**src/verilog/router_defs.svh**
```systemverilog
`ifndef ROUTER_DEFS_SVH
`define ROUTER_DEFS_SVH

// Requester bus address width
`define ADDR_W      16
`define DATA_W      32

// RAM word address and byte lanes
`define WORD_ADDR_W 12
`define WBEN_W      4

// Register block index
`define REG_IDX_W   3

`endif

```
**src/verilog/router_pkg.sv**
```systemverilog
`include "router_defs.svh"

package router_pkg;

    // Matches the AHB hsize encoding
    typedef enum logic [2:0] {
        SIZE_BYTE = 3'b000,
        SIZE_HALF = 3'b001,
        SIZE_WORD = 3'b010
    } size_e;

    typedef enum logic [1:0] {
        TGT_INST = 2'd0,
        TGT_DATA = 2'd1,
        TGT_REG  = 2'd2
    } target_e;

    typedef enum logic [1:0] {
        SRC_LOADER = 2'd0,
        SRC_IMEM   = 2'd1,
        SRC_DMEM   = 2'd2
    } src_e;

    typedef enum logic {
        MODE_BOOT = 1'b0,
        MODE_RUN  = 1'b1
    } mode_e;

    typedef logic [`DATA_W-1:0] word_t;

    typedef struct packed {
        logic [`ADDR_W-1:0] addr;
        word_t              wdata;
        logic               write;
        size_e              size;
    } bus_req_t;

    typedef struct packed {
        target_e                 target;
        logic [`WORD_ADDR_W-1:0] word_addr;
        word_t                   wdata;
        logic                    write;
        logic [`WBEN_W-1:0]      wben;
    } dec_req_t;

    typedef struct packed {
        logic [`WORD_ADDR_W-1:0] word_addr;
        word_t                   wdata;
        logic                    write;
        logic [`WBEN_W-1:0]      wben;
    } tgt_cmd_t;

    // Which port a target's next read data belongs to
    typedef struct packed {
        logic read;
        src_e src;
    } ret_tag_t;

endpackage

```
**src/verilog/bus_addr_decode.sv**
```systemverilog
`timescale 1ns/1ps
`include "router_defs.svh"

module bus_addr_decode (
    input  router_pkg::bus_req_t req,
    output router_pkg::dec_req_t dec
);

    // Region select bits at the top of the address
    localparam int REG_BIT  = `ADDR_W - 1;
    localparam int DATA_BIT = `ADDR_W - 2;

    localparam logic [`WBEN_W-1:0] LANE0     = {{(`WBEN_W-1){1'b0}}, 1'b1};
    localparam logic [`WBEN_W-1:0] HALF_LOW  = 4'b0011;
    localparam logic [`WBEN_W-1:0] HALF_HIGH = 4'b1100;

    always_comb begin
        dec.wdata = req.wdata;
        dec.write = req.write;

        if (req.addr[REG_BIT]) begin
            dec.target = router_pkg::TGT_REG;
            // Register block only sees a few word slots
            dec.word_addr = {{(`WORD_ADDR_W-`REG_IDX_W){1'b0}},
                             req.addr[`REG_IDX_W+1:2]};
        end else begin
            if (req.addr[DATA_BIT]) begin
                dec.target = router_pkg::TGT_DATA;
            end else begin
                dec.target = router_pkg::TGT_INST;
            end
            dec.word_addr = req.addr[`WORD_ADDR_W+1:2];
        end

        // Byte lanes from size and low address bits
        case (req.size)
            router_pkg::SIZE_BYTE: begin
                dec.wben = LANE0 << req.addr[1:0];
            end
            router_pkg::SIZE_HALF: begin
                dec.wben = req.addr[1] ? HALF_HIGH : HALF_LOW;
            end
            default: begin
                dec.wben = {`WBEN_W{1'b1}};
            end
        endcase
    end

endmodule

```
**src/verilog/mem_router.sv**
```systemverilog
`timescale 1ns/1ps

module mem_router (
    input  logic                 clk,
    input  logic                 reset,
    input  logic                 boot_done,
    // Boot loader
    input  logic                 loader_valid,
    input  router_pkg::bus_req_t loader_req,
    output logic                 loader_ready,
    // Core instruction port
    input  logic                 imem_valid,
    input  router_pkg::bus_req_t imem_req,
    output logic                 imem_ready,
    output logic                 imem_rsp_valid,
    output router_pkg::word_t    imem_rsp_rdata,
    // Core data port
    input  logic                 dmem_valid,
    input  router_pkg::bus_req_t dmem_req,
    output logic                 dmem_ready,
    output logic                 dmem_rsp_valid,
    output router_pkg::word_t    dmem_rsp_rdata,
    // Targets
    output logic                 inst_cmd_valid,
    output router_pkg::tgt_cmd_t inst_cmd,
    input  router_pkg::word_t    inst_rdata,
    output logic                 data_cmd_valid,
    output router_pkg::tgt_cmd_t data_cmd,
    input  router_pkg::word_t    data_rdata,
    output logic                 reg_cmd_valid,
    output router_pkg::tgt_cmd_t reg_cmd,
    input  router_pkg::word_t    reg_rdata
);

    router_pkg::dec_req_t loader_dec, imem_dec, dmem_dec;
    router_pkg::ret_tag_t inst_tag, data_tag, reg_tag;

    ////////////////////////////////////////////////////////////
    // Decode, arbitrate, return
    ////////////////////////////////////////////////////////////

    bus_addr_decode loader_decode (.req(loader_req), .dec(loader_dec));
    bus_addr_decode imem_decode   (.req(imem_req),   .dec(imem_dec));
    bus_addr_decode dmem_decode   (.req(dmem_req),   .dec(dmem_dec));

    target_arbiter arbiter (
        .clk            (clk),
        .reset          (reset),
        .boot_done      (boot_done),
        .loader_valid   (loader_valid),
        .loader_dec     (loader_dec),
        .imem_valid     (imem_valid),
        .imem_dec       (imem_dec),
        .dmem_valid     (dmem_valid),
        .dmem_dec       (dmem_dec),
        .loader_ready   (loader_ready),
        .imem_ready     (imem_ready),
        .dmem_ready     (dmem_ready),
        .inst_cmd_valid (inst_cmd_valid),
        .inst_cmd       (inst_cmd),
        .data_cmd_valid (data_cmd_valid),
        .data_cmd       (data_cmd),
        .reg_cmd_valid  (reg_cmd_valid),
        .reg_cmd        (reg_cmd),
        .inst_tag       (inst_tag),
        .data_tag       (data_tag),
        .reg_tag        (reg_tag)
    );

    read_return returns (
        .clk            (clk),
        .reset          (reset),
        .inst_tag       (inst_tag),
        .data_tag       (data_tag),
        .reg_tag        (reg_tag),
        .inst_rdata     (inst_rdata),
        .data_rdata     (data_rdata),
        .reg_rdata      (reg_rdata),
        .imem_rsp_valid (imem_rsp_valid),
        .imem_rsp_rdata (imem_rsp_rdata),
        .dmem_rsp_valid (dmem_rsp_valid),
        .dmem_rsp_rdata (dmem_rsp_rdata)
    );

endmodule

```
**src/verilog/read_return.sv**
```systemverilog
`timescale 1ns/1ps

module read_return (
    input  logic                 clk,
    input  logic                 reset,
    input  router_pkg::ret_tag_t inst_tag,
    input  router_pkg::ret_tag_t data_tag,
    input  router_pkg::ret_tag_t reg_tag,
    input  router_pkg::word_t    inst_rdata,
    input  router_pkg::word_t    data_rdata,
    input  router_pkg::word_t    reg_rdata,
    output logic                 imem_rsp_valid,
    output router_pkg::word_t    imem_rsp_rdata,
    output logic                 dmem_rsp_valid,
    output router_pkg::word_t    dmem_rsp_rdata
);

    localparam int NUM_TGT = 3;

    router_pkg::ret_tag_t tag_q [NUM_TGT];
    router_pkg::word_t    rdata [NUM_TGT];

    assign rdata[router_pkg::TGT_INST] = inst_rdata;
    assign rdata[router_pkg::TGT_DATA] = data_rdata;
    assign rdata[router_pkg::TGT_REG]  = reg_rdata;

    // Tags wait one cycle for the target read data
    always_ff @(posedge clk) begin
        if (reset) begin
            for (int t = 0; t < NUM_TGT; t++) begin
                tag_q[t] <= '0;
            end
        end else begin
            tag_q[router_pkg::TGT_INST] <= inst_tag;
            tag_q[router_pkg::TGT_DATA] <= data_tag;
            tag_q[router_pkg::TGT_REG]  <= reg_tag;
        end
    end

    // A port has at most one read answered per cycle
    always_comb begin
        imem_rsp_valid = 1'b0;
        imem_rsp_rdata = '0;
        dmem_rsp_valid = 1'b0;
        dmem_rsp_rdata = '0;
        for (int t = 0; t < NUM_TGT; t++) begin
            if (tag_q[t].read && tag_q[t].src == router_pkg::SRC_IMEM) begin
                imem_rsp_valid = 1'b1;
                imem_rsp_rdata = rdata[t];
            end
            if (tag_q[t].read && tag_q[t].src == router_pkg::SRC_DMEM) begin
                dmem_rsp_valid = 1'b1;
                dmem_rsp_rdata = rdata[t];
            end
        end
    end

endmodule

```
**src/verilog/target_arbiter.sv**
```systemverilog
`timescale 1ns/1ps

module target_arbiter (
    input  logic                 clk,
    input  logic                 reset,
    input  logic                 boot_done,
    input  logic                 loader_valid,
    input  router_pkg::dec_req_t loader_dec,
    input  logic                 imem_valid,
    input  router_pkg::dec_req_t imem_dec,
    input  logic                 dmem_valid,
    input  router_pkg::dec_req_t dmem_dec,
    output logic                 loader_ready,
    output logic                 imem_ready,
    output logic                 dmem_ready,
    output logic                 inst_cmd_valid,
    output router_pkg::tgt_cmd_t inst_cmd,
    output logic                 data_cmd_valid,
    output router_pkg::tgt_cmd_t data_cmd,
    output logic                 reg_cmd_valid,
    output router_pkg::tgt_cmd_t reg_cmd,
    output router_pkg::ret_tag_t inst_tag,
    output router_pkg::ret_tag_t data_tag,
    output router_pkg::ret_tag_t reg_tag
);

    localparam int NUM_TGT = 3;
    // Instruction RAM starts favoring imem, the others dmem
    localparam logic [NUM_TGT-1:0] FAVOR_INIT = 3'b001;

    router_pkg::mode_e mode;
    logic [NUM_TGT-1:0] favor_imem;

    logic [NUM_TGT-1:0] loader_want, imem_want, dmem_want;
    logic [NUM_TGT-1:0] loader_grant, imem_grant, dmem_grant;
    logic [NUM_TGT-1:0] conflict;

    router_pkg::tgt_cmd_t cmd_d [NUM_TGT];
    router_pkg::ret_tag_t tag_d [NUM_TGT];
    router_pkg::tgt_cmd_t cmd_q [NUM_TGT];
    router_pkg::ret_tag_t tag_q [NUM_TGT];
    logic [NUM_TGT-1:0]   cmd_valid_q;

    function automatic router_pkg::tgt_cmd_t to_cmd(input router_pkg::dec_req_t d);
        router_pkg::tgt_cmd_t c;
        c.word_addr = d.word_addr;
        c.wdata     = d.wdata;
        c.write     = d.write;
        c.wben      = d.wben;
        return c;
    endfunction

    ////////////////////////////////////////////////////////////
    // Grants
    ////////////////////////////////////////////////////////////

    always_comb begin
        for (int t = 0; t < NUM_TGT; t++) begin
            loader_want[t] = loader_valid && (loader_dec.target == t);
            imem_want[t]   = imem_valid && (imem_dec.target == t);
            dmem_want[t]   = dmem_valid && (dmem_dec.target == t);

            if (mode == router_pkg::MODE_BOOT) begin
                loader_grant[t] = loader_want[t];
                imem_grant[t]   = 1'b0;
                dmem_grant[t]   = 1'b0;
                conflict[t]     = 1'b0;
            end else begin
                loader_grant[t] = 1'b0;
                imem_grant[t]   = imem_want[t] && (!dmem_want[t] || favor_imem[t]);
                dmem_grant[t]   = dmem_want[t] && (!imem_want[t] || !favor_imem[t]);
                conflict[t]     = imem_want[t] && dmem_want[t];
            end
        end
    end

    assign loader_ready = |loader_grant;
    assign imem_ready   = |imem_grant;
    assign dmem_ready   = |dmem_grant;

    // Pick the winning request per target
    always_comb begin
        for (int t = 0; t < NUM_TGT; t++) begin
            if (imem_grant[t]) begin
                cmd_d[t]     = to_cmd(imem_dec);
                tag_d[t].src = router_pkg::SRC_IMEM;
            end else if (dmem_grant[t]) begin
                cmd_d[t]     = to_cmd(dmem_dec);
                tag_d[t].src = router_pkg::SRC_DMEM;
            end else begin
                cmd_d[t]       = to_cmd(loader_dec);
                // Boot traffic is write only
                cmd_d[t].write = 1'b1;
                tag_d[t].src   = router_pkg::SRC_LOADER;
            end
            tag_d[t].read = (imem_grant[t] || dmem_grant[t]) && !cmd_d[t].write;
        end
    end

    ////////////////////////////////////////////////////////////
    // State and command registers
    ////////////////////////////////////////////////////////////

    always_ff @(posedge clk) begin
        if (reset) begin
            mode        <= router_pkg::MODE_BOOT;
            favor_imem  <= FAVOR_INIT;
            cmd_valid_q <= '0;
            for (int t = 0; t < NUM_TGT; t++) begin
                tag_q[t] <= '0;
            end
        end else begin
            if (mode == router_pkg::MODE_BOOT && boot_done) begin
                mode <= router_pkg::MODE_RUN;
            end
            favor_imem  <= favor_imem ^ conflict;
            cmd_valid_q <= loader_grant | imem_grant | dmem_grant;
            for (int t = 0; t < NUM_TGT; t++) begin
                tag_q[t] <= tag_d[t];
            end
        end
    end

    always_ff @(posedge clk) begin
        for (int t = 0; t < NUM_TGT; t++) begin
            if (loader_grant[t] || imem_grant[t] || dmem_grant[t]) begin
                cmd_q[t] <= cmd_d[t];
            end
        end
    end

    assign inst_cmd_valid = cmd_valid_q[router_pkg::TGT_INST];
    assign data_cmd_valid = cmd_valid_q[router_pkg::TGT_DATA];
    assign reg_cmd_valid  = cmd_valid_q[router_pkg::TGT_REG];
    assign inst_cmd       = cmd_q[router_pkg::TGT_INST];
    assign data_cmd       = cmd_q[router_pkg::TGT_DATA];
    assign reg_cmd        = cmd_q[router_pkg::TGT_REG];
    assign inst_tag       = tag_q[router_pkg::TGT_INST];
    assign data_tag       = tag_q[router_pkg::TGT_DATA];
    assign reg_tag        = tag_q[router_pkg::TGT_REG];

endmodule
```
**config.mk**
```make
export PLATFORM = sky130hd
export DESIGN_NAME = mem_router
export DESIGN_NICKNAME = d
export VERILOG_FILES = /design/src/verilog/router_pkg.sv /design/src/verilog/bus_addr_decode.sv /design/src/verilog/mem_router.sv /design/src/verilog/read_return.sv /design/src/verilog/target_arbiter.sv
export VERILOG_INCLUDE_DIRS = /design/src /design/src/verilog
export SDC_FILE = /design/constraint.sdc
export NUM_CORES = 1
export LEC_CHECK = 0
export ABC_AREA = 1
export BUFFER_PORTS_ARGS = -buffer_cell sky130_fd_sc_hd__buf_2
export CORE_AREA = 2 2 184 186
export DETAILED_ROUTE_END_ITERATION = 16
export DIE_AREA = 0 0 186 188
export PLACE_DENSITY = 0.7
export REMOVE_ABC_BUFFERS = 1
export SYNTH_ARGS = -nofsm -noshare
export SYNTH_HDL_FRONTEND = slang
export SYNTH_HIERARCHICAL = 1
export SYNTH_SLANG_ARGS = --single-unit
```
**constraint.sdc**
```tcl
create_clock -name clk -period 4.1 [get_ports clk]
set_clock_uncertainty 0.1 [all_clocks]
set_input_delay 0.205 -clock clk [delete_from_list [all_inputs] [get_ports clk]]
set_output_delay 0.205 -clock clk [all_outputs]
set_load 0.01 [all_outputs]
```
==> metrics.cfg <==
[clocking]
clock_path_buffers = 2
cts_repair_resize_count = 0
numCtsBuffers = 17
cts-root-buf = clkbuf_16
clk_pin_slew_ns = 0.08
clock_sink_count = 172
clock_latency_ns = 0.44
htreeDepth = 4
cts_tree = built

[timing]
max_freq_mhz = 331
slew_headroom_pct = 14.1
rsz0062_at_grt = false
maxSlewViolCount = 0
tns_ns = 0
post-route-period-util_pct = 73.8
hold_viol = 0
tightest_slew_ns = 1.29
period_needed_ns = 3.02
setup_viol = 0
fin_ws_ns = 1.08

[floorplanning]
start_util_pct = 36.8
dieArea_um2 = 35000
io_pins = 477
die-width_um = 186
fp-row-count = 67
chipHeight_um = 188
core-area_um2 = 33100

[placed_design]
pre_cts_ws_ns = 1.38
dpl-instance-area_um2 = 13900
place_inst = 2320
detailed_place_hpwl_um = 36500
globalplace.congestion = 0.867
portBuffers = 475

[final_layout]
final_cells = 2413
area_delta_synth_final_pct = 22.9
final_util_pct = 45.2
drive_above_1_share_pct = 29.0
fin_area_um2 = 15000
nets = 2193

[synth]
yosys_warnings = 6
postSynthAreaPerCell_um2 = 7.56
syn_area_um2 = 12200
synth_cells = 1612

[critical_path]
path_cells = buf_4 -> inv_1 -> nand4_1 -> nand2_1 -> nand3_1 -> nand2_1 -> buf_2
crit_required_ns = 3.80
crit_path_max_incr_delay_ns = 0.89
path_buf_inv = 3
slowest_stage = inv_1
crit_top_cell = nand2_1
crit_family = buffers and inverters
cp_max_fo = 34
worstSetupStartpointType = flip-flop
critPathArrivalTime_ns = 2.72
worst_setup_path_end_kind = output pin
crit_type = reg2out

[hold_path]
holdCritPathClass = in2reg

[global_route]
antenna_found_initial = 26
grt_max_degree = 67
overflow = 0
grt_pass1_wl_um = 79500
first_global_vias = 13700
grt.total_usage_pct = 30.1

[routing]
ant_nets = 0
drc = 0
wl_um = 54900
wl_per_cell_um = 22.7
vias = 14000
viasPerCell = 5.80
drtIter0Drc = 1335
drt_pass1_iterations = 7

[power_and_ir_drop]
p_int_w = 0.00312
p_leak_nw = 6.94
clockPowerShare_pct = 37.2
p_comb_share_pct = 16.9
p_sw_w = 0.00134
swShare_pct = 30.1
powerDensity_nw_per_um2 = 298
vdd_drop_max_mv = 0.287
p_seq_share_pct = 45.9

[run_status]
status = finished, final reports clean

[flow_run]
drv_cap = 0

==> what timing repair did <==
item | 4_1_cts | 5_1_grt
hold endpoints to repair | 35 | 0
hold buffers | 44 | 0
buffers inserted | 0 | 0
endpoints found under the setup margin | 0 | 0
==> registers in the layout, summed over array words and instances, names as in the netlist <==
signal               count
arbiter/cmd_q          147
arbiter/tag_q            9
returns/tag_q            9
arbiter/cmd_valid_q      3
arbiter/favor_imem       3
arbiter/mode             1
==> per-stage QoR <==
step | hold WS, ns | total power (W)
after global routing | 0.00865 | 0.00458
after floorplan | 0.174 | 0.00238
after detailed placement | 0.287 | 0.00279
after CTS | 0.000497 | 0.00445
after global placement | 0.290 | 0.00277
final | 0.00502 | 0.00446
==> worst min-delay path, cell delays in order <==
cell     delay, ns
buf_2         0.10
nand3_1       0.07
nand3_1       0.08
==> power groups by stage <==
stage	Sequential (W)	Clock, W	Combinational (W)
2_1_floorplan	0.00213	0	0.000245
3_3_place_gp	0.00208	0	0.000688
3_5_place_dp	0.00209	0	0.000702
4_1_cts	0.00205	0.00166	0.000741
5_1_grt	0.00205	0.00171	0.000809
6_report	0.00205	0.00166	0.000756
==> cells in the final DEF, fill, tap and decap left out, drive strengths merged <==
cell type    count
diode           17
dlygate4sd3     44
a21oi            8
edfxtp         147
clkbuf          17
o21ai            3
nand4           74
inv            168
nand3          500
clkinv           5
dfxtp           25
nor2            75
buf            502
nand2          284
o211ai          96
==> cell type report <==
| cell class | instances | area, um^2 |
|---|---|---|
| fill | 3327 | 18100 |
| multi-input combinational | 1040 | 5220 |
| sequential | 172 | 4920 |
| timing repair buffer | 546 | 3060 |
| inverter | 158 | 593 |
| tap | 448 | 561 |
| clock buffer | 17 | 425 |
| clock inverter | 15 | 168 |
| antenna | 17 | 42.5 |
==> metal layers <==
metal / GRT usage, % / part of all wire (%)
met1: 32.9 / 34
met2: 50.0 / 48
met3: 9.73 / 13
met4: 19.4 / 5.4
met5: 0.143 / 0.093
==> final timing paths <==
kind	startpoint	to	slack [ns]	cells after the start
hold reg to reg	arbiter/tag_q[0][2]	returns/tag_q[0][2]	0.30	2
hold / removal	imem_req[9]	arbiter/cmd_q[0][10]	0.005	3
setup reg to reg	arbiter/favor_imem[0]	arbiter/cmd_q[0][28]	1.41	6
setup / recovery	returns/tag_q[0][0]	dmem_rsp_rdata[5]	1.08	7
Note: power is estimated with default switching activity, not from simulation.
